--- src/verilog/p_regfile.sv ---
// register file sizes and secded code
`default_nettype none

package p_regfile;

   localparam int XLEN  = 32;              // data width
   localparam int CHK_W = 7;               // checksum width
   localparam int NREGS = 32;              // x0..x31
   localparam int ADD_W = $clog2(NREGS);   // register index width

   typedef logic [ADD_W-1:0] rf_add_t;     // register address
   typedef logic [XLEN-1:0]  rf_val_t;     // register value
   typedef logic [CHK_W-1:0] rf_chk_t;     // stored checksum

   // hsiao (39,32) code
   // every data column has weight three and all columns differ,
   // so a single flip gives an odd syndrome and a double flip an even one
   // row j lists the data bits folded into checksum bit j
   localparam rf_val_t SECDED_P0 = 32'h0000_7FFF;   // columns holding bit 0
   localparam rf_val_t SECDED_P1 = 32'h01FF_801F;
   localparam rf_val_t SECDED_P2 = 32'h7E07_81E1;
   localparam rf_val_t SECDED_P3 = 32'h8E38_8E22;
   localparam rf_val_t SECDED_P4 = 32'hB2C9_3244;
   localparam rf_val_t SECDED_P5 = 32'hD552_5488;
   localparam rf_val_t SECDED_P6 = 32'h69A4_6910;   // lightest row, 12 bits

   // same rows indexed by checksum bit, for column lookup in the checker
   localparam rf_val_t [CHK_W-1:0] SECDED_ROWS = {
      SECDED_P6,
      SECDED_P5,
      SECDED_P4,
      SECDED_P3,
      SECDED_P2,
      SECDED_P1,
      SECDED_P0
   };

endpackage

`default_nettype wire

--- src/verilog/acm.sv ---
// automatic correction mechanism
`timescale 1ns/1ps
`default_nettype none

module acm (
   input  logic               s_clk_i,      // core clock
   input  logic               rst_n_i,      // sync reset, active low

   input  logic               wb_we_i,      // writeback writes a register
   input  p_regfile::rf_add_t wb_add_i,     // writeback destination
   input  p_regfile::rf_val_t wb_val_i,     // writeback result
   input  logic               ma_we_i,      // MA stage will write
   input  p_regfile::rf_add_t ma_add_i,
   input  logic               ex_we_i,      // EX stage will write
   input  p_regfile::rf_add_t ex_add_i,

   input  p_regfile::rf_add_t rd1_add_i,    // read port 1 address
   input  p_regfile::rf_add_t rd2_add_i,    // read port 2 address
   input  p_regfile::rf_val_t rd1_dat_i,    // raw data, port 1
   input  p_regfile::rf_val_t rd2_dat_i,
   input  p_regfile::rf_chk_t rd1_chk_i,    // raw checksum, port 1
   input  p_regfile::rf_chk_t rd2_chk_i,

   output p_regfile::rf_val_t rd1_val_o,    // corrected operand
   output p_regfile::rf_val_t rd2_val_o,
   output logic               rd1_ce_o,     // correctable, repair wanted
   output logic               rd2_ce_o,
   output logic               rd1_uce_o,    // uncorrectable
   output logic               rd2_uce_o,

   output logic               file_we_o,    // array write port
   output p_regfile::rf_add_t file_add_o,
   output p_regfile::rf_val_t file_val_o
);

   p_regfile::rf_val_t rd1_dec;       // decoder outputs
   p_regfile::rf_val_t rd2_dec;
   logic               rd1_ce_raw;
   logic               rd2_ce_raw;
   logic               rd1_uce_raw;
   logic               rd2_uce_raw;
   logic               rd1_nz;        // port reads something other than x0
   logic               rd2_nz;
   logic               rd1_fwd;       // operand comes from the pipeline
   logic               rd2_fwd;
   logic               rd1_rep;       // port asks for a repair
   logic               rd2_rep;
   logic               rep_req;       // any new repair request
   logic               rep_hold;      // pending repair blocked by wb
   logic               rep_fix;       // pending repair owns the write port
   logic               rep_pend_d;
   logic               rep_pend_q;    // pending repair flag
   p_regfile::rf_add_t rep_add_q;     // register to repair
   p_regfile::rf_val_t rep_val_q;     // corrected value to write back
   logic               wb_wr;         // writeback with x0 filtered out

   secded_check m_chk1 (
      .data_i (rd1_dat_i),
      .chk_i  (rd1_chk_i),
      .data_o (rd1_dec),
      .ce_o   (rd1_ce_raw),
      .uce_o  (rd1_uce_raw)
   );

   secded_check m_chk2 (
      .data_i (rd2_dat_i),
      .chk_i  (rd2_chk_i),
      .data_o (rd2_dec),
      .ce_o   (rd2_ce_raw),
      .uce_o  (rd2_uce_raw)
   );

   // x0 reads zero and never reports anything
   assign rd1_nz = (rd1_add_i != '0);
   assign rd2_nz = (rd2_add_i != '0);

   assign rd1_val_o = rd1_nz ? rd1_dec : '0;
   assign rd2_val_o = rd2_nz ? rd2_dec : '0;

   assign rd1_uce_o = rd1_uce_raw & rd1_nz;
   assign rd2_uce_o = rd2_uce_raw & rd2_nz;

   // a younger producer will overwrite the register, no need to repair
   assign rd1_fwd = (ex_we_i & (ex_add_i == rd1_add_i)) |
                    (ma_we_i & (ma_add_i == rd1_add_i)) |
                    (wb_we_i & (wb_add_i == rd1_add_i));
   assign rd2_fwd = (ex_we_i & (ex_add_i == rd2_add_i)) |
                    (ma_we_i & (ma_add_i == rd2_add_i)) |
                    (wb_we_i & (wb_add_i == rd2_add_i));

   assign rd1_ce_o = rd1_ce_raw & rd1_nz & ~rd1_fwd;
   assign rd2_ce_o = rd2_ce_raw & rd2_nz & ~rd2_fwd;

   // drop the request when the array is written at that address now
   assign rd1_rep = rd1_ce_o & ~(file_we_o & (file_add_o == rd1_add_i));
   assign rd2_rep = rd2_ce_o & ~(file_we_o & (file_add_o == rd2_add_i));
   assign rep_req = rd1_rep | rd2_rep;

   assign rep_hold = rep_pend_q & wb_we_i;    // wb always goes first
   assign rep_fix  = rep_pend_q & ~wb_we_i;

   always_comb begin
      rep_pend_d = rep_req;   // load, or free after the repair write
      if (rep_hold) begin
         // keep waiting, cancel if wb overwrites the same register
         rep_pend_d = (wb_add_i != rep_add_q);
      end
   end

   always_ff @(posedge s_clk_i) begin
      if (!rst_n_i) begin
         rep_pend_q <= 1'b0;
      end else begin
         rep_pend_q <= rep_pend_d;
      end
   end

   // payload, new requests only when nothing is held
   always_ff @(posedge s_clk_i) begin
      if (rep_req && !rep_hold) begin
         rep_add_q <= rd2_rep ? rd2_add_i : rd1_add_i;   // port 2 first
         rep_val_q <= rd2_rep ? rd2_dec : rd1_dec;
      end
   end

   // single write port shared by writeback and repair
   assign wb_wr      = wb_we_i & (wb_add_i != '0);
   assign file_we_o  = wb_wr | rep_fix;
   assign file_add_o = wb_we_i ? wb_add_i : rep_add_q;
   assign file_val_o = wb_we_i ? wb_val_i : rep_val_q;

endmodule

`default_nettype wire

--- src/verilog/regfile_ecc.sv ---
// protected integer register file
`timescale 1ns/1ps
`default_nettype none

module regfile_ecc (
   input  logic               s_clk_i,           // core clock
   input  logic               rst_n_i,           // sync reset, active low

   input  logic               wb_we_i,           // writeback port
   input  p_regfile::rf_add_t wb_add_i,
   input  p_regfile::rf_val_t wb_val_i,
   input  logic               ma_we_i,           // MA destination, forwarding only
   input  p_regfile::rf_add_t ma_add_i,
   input  logic               ex_we_i,           // EX destination, forwarding only
   input  p_regfile::rf_add_t ex_add_i,

   input  p_regfile::rf_add_t rd1_add_i,         // read ports
   input  p_regfile::rf_add_t rd2_add_i,
   output p_regfile::rf_val_t rd1_val_o,
   output p_regfile::rf_val_t rd2_val_o,
   output logic               rd1_ce_o,
   output logic               rd2_ce_o,
   output logic               rd1_uce_o,
   output logic               rd2_uce_o,

   input  logic               inj_we_i,          // fault injection
   input  p_regfile::rf_add_t inj_add_i,
   input  p_regfile::rf_val_t inj_data_mask_i,
   input  p_regfile::rf_chk_t inj_chk_mask_i
);

   logic               file_we;    // write port from the acm
   p_regfile::rf_add_t file_add;
   p_regfile::rf_val_t file_val;
   p_regfile::rf_chk_t file_chk;   // checksum of file_val
   p_regfile::rf_val_t rd1_dat;    // raw array outputs
   p_regfile::rf_val_t rd2_dat;
   p_regfile::rf_chk_t rd1_chk;
   p_regfile::rf_chk_t rd2_chk;

   acm m_acm (
      .s_clk_i    (s_clk_i),
      .rst_n_i    (rst_n_i),
      .wb_we_i    (wb_we_i),
      .wb_add_i   (wb_add_i),
      .wb_val_i   (wb_val_i),
      .ma_we_i    (ma_we_i),
      .ma_add_i   (ma_add_i),
      .ex_we_i    (ex_we_i),
      .ex_add_i   (ex_add_i),
      .rd1_add_i  (rd1_add_i),
      .rd2_add_i  (rd2_add_i),
      .rd1_dat_i  (rd1_dat),
      .rd2_dat_i  (rd2_dat),
      .rd1_chk_i  (rd1_chk),
      .rd2_chk_i  (rd2_chk),
      .rd1_val_o  (rd1_val_o),
      .rd2_val_o  (rd2_val_o),
      .rd1_ce_o   (rd1_ce_o),
      .rd2_ce_o   (rd2_ce_o),
      .rd1_uce_o  (rd1_uce_o),
      .rd2_uce_o  (rd2_uce_o),
      .file_we_o  (file_we),
      .file_add_o (file_add),
      .file_val_o (file_val)
   );

   // checksum follows whatever the acm writes, wb or repair
   secded_encode m_wenc (
      .data_i (file_val),
      .chk_o  (file_chk)
   );

   rf_array #(.W(p_regfile::XLEN)) m_data (
      .s_clk_i    (s_clk_i),
      .we_i       (file_we),
      .wa_i       (file_add),
      .d_i        (file_val),
      .inj_we_i   (inj_we_i),
      .inj_add_i  (inj_add_i),
      .inj_mask_i (inj_data_mask_i),
      .ra1_i      (rd1_add_i),
      .ra2_i      (rd2_add_i),
      .q1_o       (rd1_dat),
      .q2_o       (rd2_dat)
   );

   rf_array #(.W(p_regfile::CHK_W)) m_chk (   // separate checksum array
      .s_clk_i    (s_clk_i),
      .we_i       (file_we),
      .wa_i       (file_add),
      .d_i        (file_chk),
      .inj_we_i   (inj_we_i),
      .inj_add_i  (inj_add_i),
      .inj_mask_i (inj_chk_mask_i),
      .ra1_i      (rd1_add_i),
      .ra2_i      (rd2_add_i),
      .q1_o       (rd1_chk),
      .q2_o       (rd2_chk)
   );

endmodule

`default_nettype wire

--- src/verilog/rf_array.sv ---
// register storage array
`timescale 1ns/1ps
`default_nettype none

module rf_array #(
   parameter int W = 32   // word width, data or checksum
) (
   input  logic                s_clk_i,      // core clock
   input  logic                we_i,         // write enable
   input  p_regfile::rf_add_t  wa_i,         // write address
   input  logic [W-1:0]        d_i,          // write data
   input  logic                inj_we_i,     // fault injection enable
   input  p_regfile::rf_add_t  inj_add_i,    // injected register
   input  logic [W-1:0]        inj_mask_i,   // bits to flip
   input  p_regfile::rf_add_t  ra1_i,        // read address, port 1
   input  p_regfile::rf_add_t  ra2_i,        // read address, port 2
   output logic [W-1:0]        q1_o,         // read data, port 1
   output logic [W-1:0]        q2_o          // read data, port 2
);

   logic [W-1:0] mem [p_regfile::NREGS];   // no reset, tb initializes
   logic         inj_hit;                  // injection allowed this cycle

   // a normal write to the same word takes precedence over injection
   assign inj_hit = inj_we_i & ~(we_i & (wa_i == inj_add_i));

   always_ff @(posedge s_clk_i) begin
      if (we_i) begin
         mem[wa_i] <= d_i;   // wb or repair
      end
      if (inj_hit) begin
         // flip stored bits in place
         mem[inj_add_i] <= mem[inj_add_i] ^ inj_mask_i;
      end
   end

   // asynchronous reads
   // old contents until the closing edge, no write bypass
   assign q1_o = mem[ra1_i];
   assign q2_o = mem[ra2_i];

   // x0 is stored like any other word, zeroing happens in the acm

endmodule

`default_nettype wire

--- src/verilog/secded_check.sv ---
// secded syndrome check and correction
`timescale 1ns/1ps
`default_nettype none

module secded_check (
   input  p_regfile::rf_val_t data_i,   // word as read from the array
   input  p_regfile::rf_chk_t chk_i,    // checksum as read from the array
   output p_regfile::rf_val_t data_o,   // corrected word
   output logic               ce_o,     // single error, corrected
   output logic               uce_o     // double or worse, not corrected
);

   p_regfile::rf_chk_t chk_calc;   // checksum recomputed from data_i
   p_regfile::rf_chk_t syn;        // syndrome
   p_regfile::rf_val_t flip;       // one-hot mask of the faulty data bit
   logic               chk_err;    // syndrome names a checksum bit

   secded_encode m_enc (
      .data_i (data_i),
      .chk_o  (chk_calc)
   );

   assign syn = chk_calc ^ chk_i;   // zero when the codeword is clean

   // compare the syndrome against every data column
   always_comb begin
      p_regfile::rf_chk_t col;
      flip = '0;
      for (int i = 0; i < p_regfile::XLEN; i++) begin
         // column i of the check matrix, gathered from the rows
         for (int j = 0; j < p_regfile::CHK_W; j++) begin
            col[j] = p_regfile::SECDED_ROWS[j][i];
         end
         flip[i] = (syn == col);   // at most one column can match
      end
   end

   // weight one, flip sits in the stored checksum, data is fine
   assign chk_err = $onehot(syn);

   assign data_o = data_i ^ flip;   // repair the data bit if one matched

   assign ce_o = (|flip) | chk_err;

   // anything else nonzero: even weight, or odd weight with no column
   assign uce_o = (syn != '0) & ~ce_o;

endmodule

`default_nettype wire

--- src/verilog/secded_encode.sv ---
// secded checksum encoder
`timescale 1ns/1ps
`default_nettype none

module secded_encode (
   input  p_regfile::rf_val_t data_i,   // word to protect
   output p_regfile::rf_chk_t chk_o     // seven parity bits
);

   // each checksum bit is the parity of its row of the check matrix
   // pure xor trees, no state

   // rows 0..2 carry 15 data bits each
   assign chk_o[0] = ^(data_i & p_regfile::SECDED_P0);
   assign chk_o[1] = ^(data_i & p_regfile::SECDED_P1);
   assign chk_o[2] = ^(data_i & p_regfile::SECDED_P2);

   // rows 3..5 carry 13 bits
   assign chk_o[3] = ^(data_i & p_regfile::SECDED_P3);
   assign chk_o[4] = ^(data_i & p_regfile::SECDED_P4);
   assign chk_o[5] = ^(data_i & p_regfile::SECDED_P5);

   assign chk_o[6] = ^(data_i & p_regfile::SECDED_P6);   // 12 bits

   // used on the write path and inside both read checkers
   // the zero word encodes to a zero checksum

endmodule

`default_nettype wire
--- config.mk ---
export PLATFORM = sky130hd
export DESIGN_NAME = regfile_ecc
export DESIGN_NICKNAME = d
export VERILOG_FILES = /design/src/verilog/p_regfile.sv /design/src/verilog/acm.sv /design/src/verilog/regfile_ecc.sv /design/src/verilog/rf_array.sv /design/src/verilog/secded_check.sv /design/src/verilog/secded_encode.sv
export SDC_FILE = /design/constraint.sdc
export NUM_CORES = 2
export LEC_CHECK = 0
export ABC_AREA = 1
export ABC_CLOCK_PERIOD_IN_PS = 6750
export BUFFER_PORTS_ARGS = -buffer_cell sky130_fd_sc_hd__buf_2
export CELL_PAD_IN_SITES_DETAIL_PLACEMENT = 2
export CELL_PAD_IN_SITES_GLOBAL_PLACEMENT = 2
export CORE_UTILIZATION = 34
export DETAILED_ROUTE_END_ITERATION = 16
export PLACE_DENSITY = 0.74
export SLEW_MARGIN = 20
export SYNTH_ARGS = -nofsm -noshare
export SYNTH_HDL_FRONTEND = slang
export SYNTH_SLANG_ARGS = --single-unit
--- constraint.sdc ---
create_clock -name s_clk_i -period 6.75 [get_ports s_clk_i]
set_input_delay 0.3375 -clock s_clk_i [delete_from_list [all_inputs] [get_ports s_clk_i]]
set_output_delay 0.3375 -clock s_clk_i [all_outputs]
set_load 0.02 [all_outputs]
# Word level (Yosys, flattened, before mapping)
# Memories as Yosys holds them, arrays and structs flattened.
# Cells that the tools add are included.
[totals]
ram_bits = 1248
input_bits = 107
word_cells = 179
reg_bits = 38
memories = 2
[memory_table]
columns = ["name", "words", "width", "rd", "rd_clocked_by_memory_dff", "write_ports", "line", "rtl"]
rows = [
  ["m_data.mem", 32, 32, 3, 0, 2, "rf_array.sv:21", "logic [W-1:0] mem [p_regfile::NREGS];"],
  ["m_chk.mem", 32, 7, 3, 0, 2, "rf_array.sv:21", ""],
]
[op_classes]
n_reduce_logical = 30
bitwise_logic = 45
n_addsub = 12
eq_ne = 76
mux = 11
[op_table]
columns = ["op", "n"]
rows = [
  ["parity 32 bit", 21],
  ["== test 7 bit (second input constant)", 24],
  ["== test 7 x 6 -> 1 bit (second input constant)", 20],
  ["2-to-1 mux 32 bit", 4],
  ["XOR 32 bit", 3],
  ["== test 7 x 5 -> 1 bit (second input constant)", 12],
  ["OR reduction 32 bit", 2],
  ["== test 5 bit", 9],
  ["== test 7 x 4 -> 1 bit (second input constant)", 6],
  ["bitwise AND 1 bit", 23],
  ["XOR 7 bit", 3],
  ["nonzero test 5 bit", 3],
  ["== test 7 x 3 -> 1 bit (second input constant)", 2],
  ["nonzero test 7 bit", 2],
  ["adder 1 x 1 -> 2 bit", 6],
  ["2-to-1 mux 5 bit", 2],
  ["NOT 1 bit", 8],
  ["OR 1 bit", 8],
  ["adder 2 x 1 -> 3 bit", 2],
  ["adder 2 x 2 -> 3 bit", 2],
  ["adder 3 bit", 2],
  ["== test 3 x 1 -> 1 bit (second input constant)", 2],
  ["2-to-1 mux 1 bit", 5],
  ["inequality test 5 bit", 1],
  ["other kinds (2)", 2],
]

# Longest topological paths before layout
# An unclocked memory read counts as a cell.
[depth]
word_depth = 13
mapped_depth = 37

# Hierarchy
# From an unflattened synthesis, not the netlist that was laid out.
[unflattened]
hier_cells = 16085
area_unflattened_um2 = 104810.5
[modules_own_cells]
columns = ["module", "seq_area_each_um2", "area_per_inst_um2", "n_inst", "cells_per_inst"]
rows = [
  ["rf_array at m_data", 30749.5, 77723.3, 1, 11721],
  ["rf_array at m_chk", 6726.5, 17709.5, 1, 2650],
  ["secded_encode", 0.0, 1258.7, 3, 243],
  ["acm", 1131.1, 3557.2, 1, 625],
  ["secded_check", 0.0, 1022.2, 2, 180],
]

# Worst setup path after synthesis
# OpenSTA, ideal clock, no wires.
[synth_path]
kind = "in2reg"
start = "input port rd2_add_i[0]"
end = "register m_acm.rep_add_q[0], enable pin"
required_time_ps = 6358
path_buffers = 8
slack_ps = -329
path_stages = 29
arrival_ps = 6688
setup_time_ps = 392
path_cell_list = "buf_4 -> buf_2 -> buf_2 -> buf_2 -> buf_2 -> clkbuf_1 -> clkbuf_1 -> a21oi_1 -> a221oi_1 -> nor3_1 -> a221oi_1 -> a21oi_1 -> xor2_1 -> xnor2_1 -> fa_1 -> fa_1 -> fa_1 -> fa_1 -> or3b_2 -> nand2_1 -> nor2_1 -> nand2_1 -> nor2_1 -> nand3_2 -> nand3_2 -> buf_6 -> nand2_1 -> nand2_1 -> inv_1"
[synth_via]
elab_chain_cells = 13
[synth_lines]
columns = ["item", "line", "rtl"]
rows = [
  ["start, declared", "regfile_ecc.sv:18", "input p_regfile::rf_add_t rd2_add_i,"],
  ["memory (32 x 32 bit)", "--", ""],
  ["parity 32 bit (tied with other cells)", "secded_encode.sv:14", "assign chk_o[0] = ^(data_i & p_regfile::SECDED_P0);"],
  ["XOR 7 bit", "secded_check.sv:23", "assign syn = chk_calc ^ chk_i;"],
  ["adder 1 x 1 -> 2 bit (not written as such)", "secded_check.sv:39", "assign chk_err = $onehot(syn);"],
  ["adder 2 x 2 -> 3 bit (not written as such) or adder 2 x 1 -> 3 bit (tied branches)", "secded_check.sv:39", ""],
  ["adder 3 bit (not written as such)", "secded_check.sv:39", ""],
  ["== test 3 x 1 -> 1 bit", "secded_check.sv:39", ""],
  ["OR 1 bit", "secded_check.sv:43", "assign ce_o = (|flip) | chk_err;"],
  ["bitwise AND 1 bit (2 in series)", "acm.sv:92", "assign rd2_ce_o = rd2_ce_raw & rd2_nz & ~rd2_fwd;"],
  ["bitwise AND 1 bit (*)", "acm.sv:96", "assign rd2_rep = rd2_ce_o & ~(file_we_o & (file_add_o == rd2_add_i));"],
  ["OR 1 bit (*)", "acm.sv:97", "assign rep_req = rd1_rep | rd2_rep;"],
  ["logical AND 1 bit (*)", "acm.sv:120", "if (rep_req && !rep_hold) begin"],
  ["end signal, assigned", "acm.sv:121", "rep_add_q <= rd2_rep ? rd2_add_i : rd1_add_i;"],
  ["end, declared", "acm.sv:53", "p_regfile::rf_add_t rep_add_q;"],
]
# Every way passes the cells marked *; elsewhere a longest branch is shown, timed or not.
# A chain may end at the register's enable or synchronous reset.

==> flow_summary.json <==
{
  "max_freq_mhz": 149,
  "initial_utilization": 0.343,
  "worstSetupEndpointType": "output pin",
  "yosys_warnings": 0,
  "wl_per_cell_um": 38.2,
  "fin_crit_ps": 6720,
  "vdd_drop_max_mv": 1.38,
  "power.density_nw_per_um2": 404,
  "grt_pass1_wl_mm": 884,
  "crit_cells": 29,
  "viasPerCell": 6.62,
  "crit_path_max_incr_delay_ps": 510,
  "clock_power_share": 0.209,
  "grt_pass1_vias": 113000,
  "yosys.cell_types.count": 61,
  "ioPinCount": 175,
  "synth.area.top_cells": "edfxtp_1 41%, nand2_1 17%, o21ai_0 10%, nand3_1 6.6%, inv_1 3.8%",
  "comb_power_share": 0.507,
  "insertion_delay_ps": 910,
  "fin_nets": 13300,
  "drt_first_pass_iters": 8,
  "min_path_type": "primary input to register",
  "synth_edf_count": 1285,
  "internal-power_uw": 24400,
  "crit_path_end": "rd1_ce_o",
  "crit_type": "register to output pin",
  "seqPwrFrac": 0.284,
  "outcome": "finished clean",
  "setup_viol": 0,
  "dieWidth_um": 525,
  "postSynth.asyncResetShare": 0,
  "drt_iter0_markers": 15900,
  "post_dp_cell_area_um2": 103000,
  "grt_util_all_layers": 0.452,
  "switching_power_uw": 19900,
  "synth_seq_cells": 1286,
  "crit_arrival_ps": 6380,
  "htreeDepth": 4,
  "gp_congestion": 1.01,
  "synthCells": 13000,
  "die-area_um2": 276000,
  "whs_ps": 109,
  "clockBufferDepth": 4,
  "grt_overflow": 0,
  "crit_slowest_cell": "fa_1",
  "syn_area_um2": 93000,
  "postSynthNetCount": 13100,
  "worst-path-buf-inv": 6,
  "rrSetupSlack_ps": 270,
  "hold_viol": 0,
  "cts_made_buffers": 172,
  "fin_crit_sh": 0.995,
  "rsz0062_at_grt": "yes",
  "critical_path_required_ps": 6410,
  "swShare": 0.449,
  "synth.most_common_cell": "nand2_1",
  "slew_headroom": 0.122,
  "drc": 0,
  "coreArea_um2": 271000,
  "p_leak_uw": 0.0466,
  "fillers": 31400,
  "crit_path_start_kind": "register",
  "drive_above_1_share": 0.130,
  "skew_ps": 45.0,
  "dr_total_vias": 112000,
  "cts_tree": "done",
  "path_max_fanout": 3,
  "avgSynthCellArea_um2": 7.15,
  "tightest_slew_ps": 1310,
  "syn_to_final_growth_pct": 17.7,
  "row_count": 191,
  "io_buffers": 174,
  "crit_path_start": "m_data.mem[0][9]",
  "slew_viol_final": 0,
  "post-synth-top-area-fraction": 0.415,
  "antenna_found_initial": 51,
  "hpwl_mm": 423,
  "final_area_um2": 109000,
  "cpLargestDelayFamily": "adder cells",
  "antenna_left": 0,
  "cts_sinks": 1286,
  "routed_wl_mm": 645,
  "min_from": "inj_chk_mask_i[5]",
  "grt_start_max_net_pins": 105,
  "worstReg2RegStart": "m_data.mem[21][11]",
  "hold_path_depth": 3,
  "max_cap_violations": 0,
  "ys_seq_area_frac": 0.415,
  "cts_root_buffer": "clkbuf_16",
  "netlist.top_cell.by_area": "edfxtp_1",
  "synthTopCellsByCount": "4132 x nand2_1, 1911 x o21ai_0, 1285 x edfxtp_1",
  "regToRegEndpoint": "m_acm.rep_val_q[29]",
  "cts.clk_slew.worst_paths_ps": 60,
  "rr_worst_depth": 32,
  "die_y_um": 525,
  "ys_dominant_reg_cell": "edfxtp_1"
}
[power by group through the flow]
stage | Sequential, µW | Combinational, µW | Clock [µW]
after global placement | 12600 | 19500 | 0
after global routing | 12600 | 24000 | 9470
final | 12600 | 22400 | 9240
after CTS | 12500 | 21700 | 9220
after floorplan | 12500 | 12800 | 0
after detailed placement | 12700 | 21000 | 0
[cells by family (layout without fill, tap and decap cells)]
kind of cell	after synthesis	after routing	share of synthesized area
buffers and inverters	2198	2461	0.0956
AND/OR/NAND/NOR	5930	5930	0.259
adder cells (fa/ha/maj)	16	16	0.00280
XOR/XNOR	236	236	0.0222
multiplexers	1	1	0.000108
AO/OA/AOI/OAI	3346	3346	0.205
other	0	28	0
flip-flops	1286	1286	0.415
[layout by cell type, fill, tap and decap left out, types with 15 or more instances in the layout]
| cell type | instances |
|---|---|
| edfxtp_1 | 1285 |
| nand4_1 | 26 |
| buf_4 | 801 |
| diode_2 | 28 |
| a221oi_1 | 29 |
| clkbuf_16 | 175 |
| o211ai_1 | 226 |
| a21oi_1 | 442 |
| inv_1 | 907 |
| inv_2 | 55 |
| nand2_1 | 4097 |
| xnor2_2 | 40 |
| o21ai_0 | 1870 |
| clkinv_1 | 39 |
| nor2_1 | 456 |
| o21ai_1 | 48 |
| inv_4 | 30 |
| nand3_1 | 1217 |
| o22ai_1 | 203 |
| o21ai_2 | 31 |
| a22oi_1 | 304 |
| buf_12 | 166 |
| xor2_1 | 137 |
| a211oi_1 | 21 |
| xnor2_1 | 41 |
| a2111oi_0 | 20 |
| nand3_2 | 15 |
| nand2_2 | 45 |
| buf_2 | 160 |
| o21ai_4 | 32 |
| a22o_1 | 20 |
| clkinv_2 | 33 |
| clkbuf_1 | 36 |
| o221ai_1 | 61 |
[worst min-delay path, delay by kind of cell]
| kind | cells | cell delay (ps) |
|---|---|---|
| AO/OA/AOI/OAI | 1 | 190 |
| XOR/XNOR | 1 | 200 |
| buffers and inverters | 1 | 160 |
[routing by layer]
metal	up-vias	track usage	wire, µm
met1	56800	0.564	238000
met2	8021	0.662	266000
met4	24	0.357	60700
met5	-	0	169
li1	44400	-	-
met3	2421	0.116	79900
[sequential cells by signal (all words and copies together) (netlist names)]
signal,flops
m_data.mem,1024
m_chk.mem,224
m_acm.rep_pend_q,1
m_acm.rep_add_q,5
m_acm.rep_val_q,32
[through the flow]
step | setup TNS [ps] | std cells | total power [µW] | util | worst slack [ps]
3_5_place_dp | -47360 | 16500 | 33700 | 0.381 | -703
5_1_grt | -499 | 16900 | 46100 | 0.403 | -185
4_1_cts | 0 | 16800 | 43500 | 0.402 | 2.76
6_report | 0 | 16900 | 44200 | 0.403 | 33.3
3_3_place_gp | -37230 | 16500 | 32100 | 0.381 | -536
2_1_floorplan | 0 | 13000 | 25300 | - | 63.6
[worst min-delay path by stage]
stage                                    to  slack (ps)
final                      m_chk.mem[21][5]         110
after global routing      m_data.mem[14][3]         150
after CTS                 m_data.mem[11][3]          70
after detailed placement   m_acm.rep_pend_q         570
after global placement     m_acm.rep_pend_q         570
after floorplan            m_acm.rep_pend_q         450
[what timing repair did]
item / CTS / global route
gates resized for setup: 67 / 51
endpoints found under the setup margin: 78 / 24
pin swaps: 47 / 40
endpoints found under the hold margin: 11 / 0
hold buffers: 4 / 0
setup buffers: 13 / 10
[final cells by class]
type / instances / area (µm²) / area share
Tap cell: 3570 / 4470 / 0.0408
Clock buffer: 211 / 4510 / 0.0412
Antenna cell: 28 / 70.1 / 0.000640
Timing Repair Buffer: 1146 / 10400 / 0.0949
Sequential cell: 1286 / 38600 / 0.353
Clock inverter: 91 / 737 / 0.00673
Inverter: 1013 / 3960 / 0.0362
Multi-Input combinational cell: 9529 / 46700 / 0.427
No activity file was read; power rests on OpenSTA's default activity.
